File: config.mk
export PLATFORM = sky130hd
export DESIGN_NAME = sdio_device_core
export DESIGN_NICKNAME = d
export VERILOG_FILES = /design/src/verilog/sdio_pkg.sv /design/src/verilog/sdio_device_core.sv /design/src/verilog/sdio_reg_file.sv /design/src/verilog/sdio_reg_arbiter.sv /design/src/verilog/sdio_cmd_handler.sv /design/src/verilog/sdio_cmd_phy.sv /design/src/verilog/sdio_crc7.sv
export SDC_FILE = /design/constraint.sdc
export NUM_CORES = 1
export LEC_CHECK = 0
export ABC_AREA = 1
export BUFFER_PORTS_ARGS = -buffer_cell sky130_fd_sc_hd__buf_2
export CAP_MARGIN = 20
export CORE_MARGIN = 8
export CORE_UTILIZATION = 60
export CTS_BUF_LIST = sky130_fd_sc_hd__clkbuf_16
export CTS_CLUSTER_DIAMETER = 30
export DETAILED_ROUTE_END_ITERATION = 16
export PLACE_DENSITY = 0.75
export SYNTH_ARGS = -nofsm -noshare
export SYNTH_HDL_FRONTEND = slang
export SYNTH_HIERARCHICAL = 1
export SYNTH_SLANG_ARGS = --single-unit
File: constraint.sdc
create_clock -name sdio_clk -period 4.05 [get_ports sdio_clk]
set_clock_uncertainty 0.1 [all_clocks]
set_input_delay 0.6075 -clock sdio_clk [delete_from_list [all_inputs] [get_ports sdio_clk]]
set_output_delay 0.6075 -clock sdio_clk [all_outputs]
set_load 0.05 [all_outputs]
File: src/verilog/sdio_pkg.sv
package sdio_pkg;

  // Command frame layout, bit 0 is the start bit
  localparam int FRAME_BITS    = 48;
  localparam int BIT_DIR       = 1;
  localparam int BIT_CMD_START = 2;
  localparam int BIT_CMD_END   = 7;
  localparam int BIT_ARG_START = 8;
  localparam int BIT_ARG_END   = 39;
  localparam int BIT_CRC_START = 40;
  localparam int BIT_CRC_END   = 46;

  // Response payload between direction bit and CRC
  localparam int RSP_BITS = 38;
  localparam int CRC_BITS = 7;

  // Function register file
  localparam int REG_ADDR_W = 4;
  localparam int REG_COUNT  = 16;

  // CMD52 argument fields
  localparam int ARG_RW      = 31;
  localparam int ARG_ADDR_LO = 9;
  localparam int ARG_ADDR_HI = 25;

  // R5 flags byte
  localparam int FLAG_COM_CRC      = 7;
  localparam int FLAG_ILLEGAL      = 6;
  localparam int FLAG_OUT_OF_RANGE = 0;

  localparam int CMD_IO_RW_DIRECT = 52;

  typedef enum logic [2:0] {
    IDLE,
    READ_COMMAND,
    WAIT_RESPONSE,
    RESPONSE_START,
    RESPONSE_DIR_BIT,
    RESPONSE,
    RESPONSE_CRC,
    RESPONSE_FINISHED
  } phy_state_e;

  typedef enum logic [1:0] {
    H_IDLE,
    H_ACCESS,
    H_READBACK,
    H_RESPOND
  } handler_op_e;

endpackage
File: src/verilog/sdio_device_core.sv
`timescale 1ns/100ps

module sdio_device_core (
  input  logic                            sdio_clk,
  input  logic                            rst,
  input  logic                            sdio_cmd_in,
  output logic                            sdio_cmd_out,
  output logic                            sdio_cmd_dir,
  input  logic                            func_req,
  input  logic                            func_we,
  input  logic [sdio_pkg::REG_ADDR_W-1:0] func_addr,
  input  logic [7:0]                      func_wdata,
  output logic                            func_gnt,
  output logic                            func_rvalid,
  output logic [7:0]                      func_rdata
);

  logic                            cmd_stb;
  logic                            crc_err_stb;
  logic [5:0]                      cmd_index;
  logic [31:0]                     cmd_arg;
  logic                            rsp_stb;
  logic [sdio_pkg::RSP_BITS-1:0]   rsp_bits;
  logic                            cmd_req;
  logic                            cmd_we;
  logic [sdio_pkg::REG_ADDR_W-1:0] cmd_addr;
  logic [7:0]                      cmd_wdata;
  logic                            cmd_gnt;
  logic                            cmd_rvalid;
  logic                            reg_en;
  logic                            reg_we;
  logic [sdio_pkg::REG_ADDR_W-1:0] reg_addr;
  logic [7:0]                      reg_wdata;
  logic [7:0]                      reg_rdata;

  sdio_cmd_phy i_phy (
    .sdio_clk     (sdio_clk),
    .rst          (rst),
    .sdio_cmd_in  (sdio_cmd_in),
    .rsp_stb      (rsp_stb),
    .rsp_bits     (rsp_bits),
    .sdio_cmd_out (sdio_cmd_out),
    .sdio_cmd_dir (sdio_cmd_dir),
    .cmd_stb      (cmd_stb),
    .crc_err_stb  (crc_err_stb),
    .cmd_index    (cmd_index),
    .cmd_arg      (cmd_arg)
  );

  sdio_cmd_handler i_handler (
    .sdio_clk    (sdio_clk),
    .rst         (rst),
    .cmd_stb     (cmd_stb),
    .crc_err_stb (crc_err_stb),
    .cmd_index   (cmd_index),
    .cmd_arg     (cmd_arg),
    .cmd_gnt     (cmd_gnt),
    .cmd_rvalid  (cmd_rvalid),
    .rdata       (func_rdata),
    .cmd_req     (cmd_req),
    .cmd_we      (cmd_we),
    .cmd_addr    (cmd_addr),
    .cmd_wdata   (cmd_wdata),
    .rsp_stb     (rsp_stb),
    .rsp_bits    (rsp_bits)
  );

  // Read data is shared, the rvalids tell the peers apart
  sdio_reg_arbiter i_arbiter (
    .sdio_clk    (sdio_clk),
    .rst         (rst),
    .cmd_req     (cmd_req),
    .cmd_we      (cmd_we),
    .cmd_addr    (cmd_addr),
    .cmd_wdata   (cmd_wdata),
    .func_req    (func_req),
    .func_we     (func_we),
    .func_addr   (func_addr),
    .func_wdata  (func_wdata),
    .reg_rdata   (reg_rdata),
    .cmd_gnt     (cmd_gnt),
    .func_gnt    (func_gnt),
    .cmd_rvalid  (cmd_rvalid),
    .func_rvalid (func_rvalid),
    .rdata       (func_rdata),
    .reg_en      (reg_en),
    .reg_we      (reg_we),
    .reg_addr    (reg_addr),
    .reg_wdata   (reg_wdata)
  );

  sdio_reg_file i_reg_file (
    .sdio_clk  (sdio_clk),
    .rst       (rst),
    .reg_en    (reg_en),
    .reg_we    (reg_we),
    .reg_addr  (reg_addr),
    .reg_wdata (reg_wdata),
    .reg_rdata (reg_rdata)
  );

endmodule

File: src/verilog/sdio_reg_file.sv
`timescale 1ns/100ps

module sdio_reg_file (
  input  logic                            sdio_clk,
  input  logic                            rst,
  input  logic                            reg_en,
  input  logic                            reg_we,
  input  logic [sdio_pkg::REG_ADDR_W-1:0] reg_addr,
  input  logic [7:0]                      reg_wdata,
  output logic [7:0]                      reg_rdata
);

  logic [7:0] regs [sdio_pkg::REG_COUNT];

  // Function registers come up cleared
  always_ff @(posedge sdio_clk) begin
    if (rst) begin
      for (int i = 0; i < sdio_pkg::REG_COUNT; i++) begin
        regs[i] <= 8'h00;
      end
    end else if (reg_en && reg_we) begin
      regs[reg_addr] <= reg_wdata;
    end
  end

  // One cycle read latency
  always_ff @(posedge sdio_clk) begin
    if (reg_en && !reg_we) begin
      reg_rdata <= regs[reg_addr];
    end
  end

endmodule

File: src/verilog/sdio_reg_arbiter.sv
`timescale 1ns/100ps

module sdio_reg_arbiter (
  input  logic                            sdio_clk,
  input  logic                            rst,
  input  logic                            cmd_req,
  input  logic                            cmd_we,
  input  logic [sdio_pkg::REG_ADDR_W-1:0] cmd_addr,
  input  logic [7:0]                      cmd_wdata,
  input  logic                            func_req,
  input  logic                            func_we,
  input  logic [sdio_pkg::REG_ADDR_W-1:0] func_addr,
  input  logic [7:0]                      func_wdata,
  input  logic [7:0]                      reg_rdata,
  output logic                            cmd_gnt,
  output logic                            func_gnt,
  output logic                            cmd_rvalid,
  output logic                            func_rvalid,
  output logic [7:0]                      rdata,
  output logic                            reg_en,
  output logic                            reg_we,
  output logic [sdio_pkg::REG_ADDR_W-1:0] reg_addr,
  output logic [7:0]                      reg_wdata
);

  // Host commands always win
  assign cmd_gnt  = cmd_req;
  assign func_gnt = func_req && !cmd_req;

  assign reg_en    = cmd_gnt || func_gnt;
  assign reg_we    = cmd_gnt ? cmd_we    : func_we;
  assign reg_addr  = cmd_gnt ? cmd_addr  : func_addr;
  assign reg_wdata = cmd_gnt ? cmd_wdata : func_wdata;
  assign rdata     = reg_rdata;

  // Read owner, lines up with the registered read data
  always_ff @(posedge sdio_clk) begin
    if (rst) begin
      cmd_rvalid  <= 1'b0;
      func_rvalid <= 1'b0;
    end else begin
      cmd_rvalid  <= cmd_gnt && !cmd_we;
      func_rvalid <= func_gnt && !func_we;
    end
  end

  // A waiting function request stays up until it is granted
  a_func_hold : assert property (@(posedge sdio_clk) disable iff (rst)
    func_req && !func_gnt |=> func_req);

endmodule

File: src/verilog/sdio_cmd_handler.sv
`timescale 1ns/100ps

module sdio_cmd_handler (
  input  logic                            sdio_clk,
  input  logic                            rst,
  input  logic                            cmd_stb,
  input  logic                            crc_err_stb,
  input  logic [5:0]                      cmd_index,
  input  logic [31:0]                     cmd_arg,
  input  logic                            cmd_gnt,
  input  logic                            cmd_rvalid,
  input  logic [7:0]                      rdata,
  output logic                            cmd_req,
  output logic                            cmd_we,
  output logic [sdio_pkg::REG_ADDR_W-1:0] cmd_addr,
  output logic [7:0]                      cmd_wdata,
  output logic                            rsp_stb,
  output logic [sdio_pkg::RSP_BITS-1:0]   rsp_bits
);

  sdio_pkg::handler_op_e state;
  logic [sdio_pkg::ARG_ADDR_HI-sdio_pkg::ARG_ADDR_LO:0] req_addr;
  logic [5:0]  idx_q;
  logic [31:0] arg_q;
  logic [7:0]  rd_q;
  logic        illegal_q;
  logic        oor_q;
  logic        crc_flag;
  logic [7:0]  flags;
  logic [7:0]  rsp_data;

  assign req_addr  = cmd_arg[sdio_pkg::ARG_ADDR_HI:sdio_pkg::ARG_ADDR_LO];
  assign cmd_we    = arg_q[sdio_pkg::ARG_RW];
  assign cmd_addr  = arg_q[sdio_pkg::ARG_ADDR_LO +: sdio_pkg::REG_ADDR_W];
  assign cmd_wdata = arg_q[7:0];

  always_comb begin
    flags = 8'h00;
    flags[sdio_pkg::FLAG_COM_CRC]      = crc_flag;
    flags[sdio_pkg::FLAG_ILLEGAL]      = illegal_q;
    flags[sdio_pkg::FLAG_OUT_OF_RANGE] = oor_q;
  end

  // Rejected commands carry no data
  assign rsp_data = (illegal_q || oor_q) ? 8'h00 : (cmd_we ? arg_q[7:0] : rd_q);
  assign rsp_bits = {idx_q, 16'h0000, flags, rsp_data};

  always_ff @(posedge sdio_clk) begin
    if (rst) begin
      state     <= sdio_pkg::H_IDLE;
      cmd_req   <= 1'b0;
      rsp_stb   <= 1'b0;
      illegal_q <= 1'b0;
      oor_q     <= 1'b0;
      crc_flag  <= 1'b0;
    end else begin
      // Sticky until the next response has gone out
      if (crc_err_stb) begin
        crc_flag <= 1'b1;
      end else if (state == sdio_pkg::H_RESPOND) begin
        crc_flag <= 1'b0;
      end
      case (state)
        sdio_pkg::H_IDLE: begin
          if (cmd_stb) begin
            if (cmd_index != sdio_pkg::CMD_IO_RW_DIRECT) begin
              illegal_q <= 1'b1;
              oor_q     <= 1'b0;
              rsp_stb   <= 1'b1;
              state     <= sdio_pkg::H_RESPOND;
            end else if (req_addr >= sdio_pkg::REG_COUNT) begin
              illegal_q <= 1'b0;
              oor_q     <= 1'b1;
              rsp_stb   <= 1'b1;
              state     <= sdio_pkg::H_RESPOND;
            end else begin
              illegal_q <= 1'b0;
              oor_q     <= 1'b0;
              cmd_req   <= 1'b1;
              state     <= sdio_pkg::H_ACCESS;
            end
          end
        end
        sdio_pkg::H_ACCESS: begin
          if (cmd_gnt) begin
            cmd_req <= 1'b0;
            if (cmd_we) begin
              rsp_stb <= 1'b1;
              state   <= sdio_pkg::H_RESPOND;
            end else begin
              state <= sdio_pkg::H_READBACK;
            end
          end
        end
        sdio_pkg::H_READBACK: begin
          if (cmd_rvalid) begin
            rsp_stb <= 1'b1;
            state   <= sdio_pkg::H_RESPOND;
          end
        end
        default: begin
          rsp_stb <= 1'b0;
          state   <= sdio_pkg::H_IDLE;
        end
      endcase
    end
  end

  always_ff @(posedge sdio_clk) begin
    if ((state == sdio_pkg::H_IDLE) && cmd_stb) begin
      idx_q <= cmd_index;
      arg_q <= cmd_arg;
    end
    if ((state == sdio_pkg::H_READBACK) && cmd_rvalid) begin
      rd_q <= rdata;
    end
  end

  a_rsp_in_respond : assert property (@(posedge sdio_clk) disable iff (rst)
    rsp_stb |-> state == sdio_pkg::H_RESPOND);

endmodule

File: src/verilog/sdio_cmd_phy.sv
`timescale 1ns/100ps

module sdio_cmd_phy (
  input  logic                          sdio_clk,
  input  logic                          rst,
  input  logic                          sdio_cmd_in,
  input  logic                          rsp_stb,
  input  logic [sdio_pkg::RSP_BITS-1:0] rsp_bits,
  output logic                          sdio_cmd_out,
  output logic                          sdio_cmd_dir,
  output logic                          cmd_stb,
  output logic                          crc_err_stb,
  output logic [5:0]                    cmd_index,
  output logic [31:0]                   cmd_arg
);

  sdio_pkg::phy_state_e state;
  logic [5:0]                    bit_cnt;
  logic [6:0]                    rx_crc;
  logic [sdio_pkg::RSP_BITS-1:0] tx_shift;
  logic [6:0]                    crc;
  logic                          crc_msb;
  logic                          crc_clear;
  logic                          crc_hold;
  logic                          crc_shift;
  logic                          crc_in;
  logic                          rx_acc;
  logic                          tx_acc;

  // Receive covers bits 1..39, transmit covers each payload bit as it is loaded
  assign rx_acc = (state == sdio_pkg::READ_COMMAND) && (bit_cnt < sdio_pkg::BIT_CRC_START);
  assign tx_acc = (state == sdio_pkg::RESPONSE_DIR_BIT) ||
                  ((state == sdio_pkg::RESPONSE) && (bit_cnt < sdio_pkg::RSP_BITS));

  assign crc_clear = (state == sdio_pkg::IDLE) || (state == sdio_pkg::WAIT_RESPONSE);
  assign crc_hold  = !(rx_acc || tx_acc);
  assign crc_shift = ((state == sdio_pkg::RESPONSE) && (bit_cnt == sdio_pkg::RSP_BITS)) ||
                     ((state == sdio_pkg::RESPONSE_CRC) && (bit_cnt < sdio_pkg::CRC_BITS));
  assign crc_in    = (state == sdio_pkg::READ_COMMAND) ? sdio_cmd_in
                                                       : tx_shift[sdio_pkg::RSP_BITS-1];

  sdio_crc7 i_crc7 (
    .sdio_clk  (sdio_clk),
    .clear     (crc_clear),
    .hold      (crc_hold),
    .shift_out (crc_shift),
    .bit_in    (crc_in),
    .crc       (crc),
    .crc_msb   (crc_msb)
  );

  always_ff @(posedge sdio_clk) begin
    if (rst) begin
      state        <= sdio_pkg::IDLE;
      bit_cnt      <= '0;
      cmd_stb      <= 1'b0;
      crc_err_stb  <= 1'b0;
      sdio_cmd_out <= 1'b1;
      sdio_cmd_dir <= 1'b0;
    end else begin
      cmd_stb     <= 1'b0;
      crc_err_stb <= 1'b0;
      case (state)
        sdio_pkg::IDLE: begin
          sdio_cmd_out <= 1'b1;
          sdio_cmd_dir <= 1'b0;
          // Start bit sampled here counts as bit 0
          if (!sdio_cmd_in) begin
            bit_cnt <= 6'd1;
            state   <= sdio_pkg::READ_COMMAND;
          end
        end
        sdio_pkg::READ_COMMAND: begin
          if (bit_cnt == sdio_pkg::FRAME_BITS - 1) begin
            cmd_stb     <= (rx_crc == crc);
            crc_err_stb <= (rx_crc != crc);
            bit_cnt     <= '0;
            state       <= (rx_crc == crc) ? sdio_pkg::WAIT_RESPONSE : sdio_pkg::IDLE;
          end else begin
            bit_cnt <= bit_cnt + 6'd1;
          end
        end
        sdio_pkg::WAIT_RESPONSE: begin
          sdio_cmd_out <= 1'b1;
          sdio_cmd_dir <= 1'b0;
          if (rsp_stb) begin
            sdio_cmd_out <= 1'b0;
            sdio_cmd_dir <= 1'b1;
            state        <= sdio_pkg::RESPONSE_START;
          end
        end
        sdio_pkg::RESPONSE_START: begin
          // Direction bit, device to host
          sdio_cmd_out <= 1'b0;
          state        <= sdio_pkg::RESPONSE_DIR_BIT;
        end
        sdio_pkg::RESPONSE_DIR_BIT: begin
          sdio_cmd_out <= tx_shift[sdio_pkg::RSP_BITS-1];
          bit_cnt      <= 6'd1;
          state        <= sdio_pkg::RESPONSE;
        end
        sdio_pkg::RESPONSE: begin
          if (bit_cnt < sdio_pkg::RSP_BITS) begin
            sdio_cmd_out <= tx_shift[sdio_pkg::RSP_BITS-1];
            bit_cnt      <= bit_cnt + 6'd1;
          end else begin
            sdio_cmd_out <= crc_msb;
            bit_cnt      <= 6'd1;
            state        <= sdio_pkg::RESPONSE_CRC;
          end
        end
        sdio_pkg::RESPONSE_CRC: begin
          if (bit_cnt < sdio_pkg::CRC_BITS) begin
            sdio_cmd_out <= crc_msb;
            bit_cnt      <= bit_cnt + 6'd1;
          end else begin
            // End bit
            sdio_cmd_out <= 1'b1;
            bit_cnt      <= '0;
            state        <= sdio_pkg::RESPONSE_FINISHED;
          end
        end
        sdio_pkg::RESPONSE_FINISHED: begin
          sdio_cmd_out <= 1'b1;
          sdio_cmd_dir <= 1'b0;
          state        <= sdio_pkg::IDLE;
        end
        default: begin
          sdio_cmd_dir <= 1'b0;
          state        <= sdio_pkg::IDLE;
        end
      endcase
    end
  end

  // Field capture and response shifter
  always_ff @(posedge sdio_clk) begin
    if (state == sdio_pkg::READ_COMMAND) begin
      if (bit_cnt >= sdio_pkg::BIT_CMD_START && bit_cnt <= sdio_pkg::BIT_CMD_END) begin
        cmd_index <= {cmd_index[4:0], sdio_cmd_in};
      end
      if (bit_cnt >= sdio_pkg::BIT_ARG_START && bit_cnt <= sdio_pkg::BIT_ARG_END) begin
        cmd_arg <= {cmd_arg[30:0], sdio_cmd_in};
      end
      if (bit_cnt >= sdio_pkg::BIT_CRC_START && bit_cnt <= sdio_pkg::BIT_CRC_END) begin
        rx_crc <= {rx_crc[5:0], sdio_cmd_in};
      end
    end
    if ((state == sdio_pkg::WAIT_RESPONSE) && rsp_stb) begin
      tx_shift <= rsp_bits;
    end else if (tx_acc) begin
      tx_shift <= {tx_shift[sdio_pkg::RSP_BITS-2:0], 1'b0};
    end
  end

  // Line is only driven while a response is in flight
  a_dir_idle : assert property (@(posedge sdio_clk) disable iff (rst)
    !(sdio_cmd_dir && (state == sdio_pkg::IDLE || state == sdio_pkg::READ_COMMAND)));

endmodule

File: src/verilog/sdio_crc7.sv
`timescale 1ns/100ps

module sdio_crc7 (
  input  logic       sdio_clk,
  input  logic       clear,
  input  logic       hold,
  input  logic       shift_out,
  input  logic       bit_in,
  output logic [6:0] crc,
  output logic       crc_msb
);

  logic fb;

  // x^7 + x^3 + 1
  assign fb      = crc[6] ^ bit_in;
  assign crc_msb = crc[6];

  always_ff @(posedge sdio_clk) begin
    if (clear) begin
      crc <= 7'h00;
    end else if (shift_out) begin
      // Remainder leaves MSB first
      crc <= {crc[5:0], 1'b0};
    end else if (!hold) begin
      crc <= {crc[5:3], crc[2] ^ fb, crc[1:0], fb};
    end
  end

endmodule

==> metrics.md <==
| Metric | Value |
|---|---|
| Antenna cell count | `0` |
| Most frequent cells in the layout | `nand2_1 (514), edfxtp_1 (246), nor2_1 (179), inv_1 (82), clkbuf_16 (48)` |
| Synth Area per Inst | `9.909 sq um` |
| Final min period | `3401 ps` |
| WL final | `27820 microns` |
| CTS clk-pin slew, worst paths | `60 ps` |
| Number of distinct library cells after synthesis | `40` |
| Htree depth | `2` |
| Worst-Skew Late Latency | `560 ps` |
| Final WS setup | `649.5 ps` |
| DP Area | `0.01288 sq mm` |
| Post-DP HPWL | `17330 microns` |
| RSZ-0062 raised after global routing | `false` |
| Post-cts sizing count | `0` |
| I/O pin cnt | `29` |
| Post-Route Setup TNS | `0 ps` |
| Drt pass-1 iters | `5` |
| Met2 WL | `13400 microns` |
| Largest net degree at the start of global routing | `40` |
| Post-place setup slack | `698.7 ps` |
| Type of origin of the critical path | `register` |
| Final Slew Violations | `0` |
| Die Wd | `161.8 microns` |
| Critical path endpoint category | `register` |
| All-Layer GR Usage | `0.2151` |
| Setup bufs post-CTS | `0` |
| Worst Max-Slew Pin Slew | `1006 ps` |
| Global route overflow | `0` |
| Final ANT Viol Nets | `0` |
| Post-synthesis adder-cell area fraction | `0.007843` |
| Largest family of logic cells by synthesized area | `simple AND/OR/NAND/NOR gates` |
| CTS Buf Count | `47` |
| Die ar. | `0.02619 sq mm` |
| Initial antenna violation count | `0` |
| Seq cells post-synth | `roughly 280` |
| Worst min path class | `input pin to register` |
| Layout cell share with drive strength beyond 1 | `0.1463` |
| Area of the multi-input gates | `roughly 0.0040 sq mm` |
| Fillers | `approximately 1500` |
| Setup Viol. Count Final | `0` |
| Post-synthesis sequential area ratio | `0.6243` |
| Synth Area in Compound Gates | `0.02216` |
| Hold Violations, Final | `0` |
| Peak Freq | `between 200 and 300 MHz` |
| Clk Tree Root Cell | `clkbuf_16` |
| Ys async rst share | `0` |
| R2R depth | `6` |
| Commonest non-fill, non-tap cell in the layout | `nand2_1` |
| # DRC | `0` |
| Max Fanout on Critical Path | `35` |
| Power density of the placed cells | `~580 mW/mm^2` |
| Static Leakage | `0.006491 uW` |
| Simple-gate share of the synthesized area | `0.2323` |
| Post-Syn Instances | `~1300` |
| Routed vias/inst | `5.287` |
| Max-cap viol count | `0` |
| Status | `finished, final reports clean` |
| Slew HR | `0.3265` |
| M1 wire length | `11380 microns` |
| Total core area | `between 0.02 and 0.025 sq mm` |
| TritonCTS clock tree | `done` |
| Arr. time, crit path | `3520 ps` |
| Initial core utilization | `0.6090` |
| Vias in the first global route | `8473` |
| Post-route clock period utilization | `0.8396` |
| Metal3 WL | `around 2200 microns` |
| Drt first-iter violations | `711` |
| Via count | `8607` |
| Post-synth EDFFs | `246` |
| Post-CTS Hold Fix Bufs | `0` |
| First-pass GRT wire length | `44050 microns` |
| Input/output buffers | `28` |
| Final Wtd Congestion | `0.8751` |
| Required time worst endpoint | `4170 ps` |
| Post-route cell area | `~0.015 sq mm` |
| Yosys warnings | `6` |
| DR WL/cell | `17.09 microns` |
| Synthesized cell area | `roughly 0.013 sq mm` |
| Synth Area in XOR/XNOR | `0.002745` |
| Max IR drop VDD | `~0.4 mV` |
| Mux contribution to synthesized area | `0.04353` |
| Main synth FF type | `edfxtp_1` |
| Post-Route Utilization | `0.6958` |
| Final #Nets | `1339` |
| Clk buf depth | `3` |
| Top Layer Used | `met4` |
| Worst hold stages | `3` |
| Area Growth Syn to Fin | `14.24%` |
| Register area | `around 0.008 sq mm` |
| Die Y | `161.8 microns` |
| FP Rows | `53` |
| Crit path kind | `register to register` |
| Clock Sinks | `around 280` |
-- power by group --
part           leakage (uW)  switching [uW]  internal [uW]
Clock              0.000807            1480           2610
Sequential          0.00268             125           3280
Combinational       0.00301             625            330
Total               0.00649            2230           6210
-- synth_stat cells (all sizes together), types with 2 or more instances --
cell    count  share of area
a21oi      26          0.010
a221oi      2         0.0014
buf        60          0.033
clkbuf     20         0.0067
dfxtp      29          0.045
edfxtp    246           0.58
ha          8         0.0078
inv        90          0.027
mux2       37          0.044
nand2     524           0.16
nand3      19         0.0082
nand4       5         0.0036
nor2      187          0.059
nor3        6         0.0039
o211ai      3         0.0018
o21ai      17         0.0075
or2         2         0.0012
xnor2       2         0.0014
xor2        2         0.0014
-- logic make-up after synthesis --
family | Yosys count
other cells | 1
compound gates | 50
buf+inv | 170
flops | 275
simple gates | 743
fa+ha+maj | 8
mux | 37
xor+xnor | 4
-- routing by layer --
layer,global-route usage,vias to the layer above
met2,0.3513,358
li1,-,4180
met4,0.09806,0
met1,0.2745,3994
met5,0,-
met3,0.04176,75
-- final cells by class --
| type | instances | area share |
|---|---|---|
| clock buffer | 48 | 0.08238 |
| sequential | 275 | 0.5465 |
| timing repair buffer | 37 | 0.01510 |
| tap | 275 | 0.02360 |
| clock inverter | 40 | 0.03261 |
| multi-input combinational | 863 | 0.2762 |
| inverter | 90 | 0.02368 |
-- critical path: stages (launching register included) --
cell and delay, ps:
dfxtp_1 740, nand2_1 150, nand2_2 460, inv_2 390
nor3_2 530, nand2_1 310, nand2_1 370
-- path summary, 6_finish.rpt --
check	startpoint	endpoint	slack, ps
worst min-delay path	func_req	i_arbiter/func_rvalid	210
worst min register to register	i_phy/cmd_arg[8]	i_phy/cmd_arg[9]	320
worst max-delay path	i_handler/cmd_req	i_reg_file/regs[1][6]	650
worst max register to register	i_handler/cmd_req	i_reg_file/regs[1][6]	650
-- per-stage QoR --
step	cells	hold slack, ps	power (uW)
floorplan	1308	300.3	4195
global placement	1539	303.3	4355
detailed placement	1539	307.3	4378
CTS	1627	199.1	8466
global route	1628	211.1	8741
finish	1628	212.4	8446
-- sequential cells by signal, indices dropped and copies added, names as in the netlist, 2 cells and up --
signal	flops
i_reg_file/regs	128
i_phy/tx_shift	38
i_phy/cmd_arg	32
i_handler/arg_q	13
i_handler/rd_q	8
i_reg_file/reg_rdata	8
i_phy/i_crc7/crc	7
i_phy/rx_crc	7
i_handler/idx_q	6
i_phy/bit_cnt	6
i_phy/cmd_index	6
i_phy/state	3
i_handler/state	2
Power figures use the tool's default switching activity.
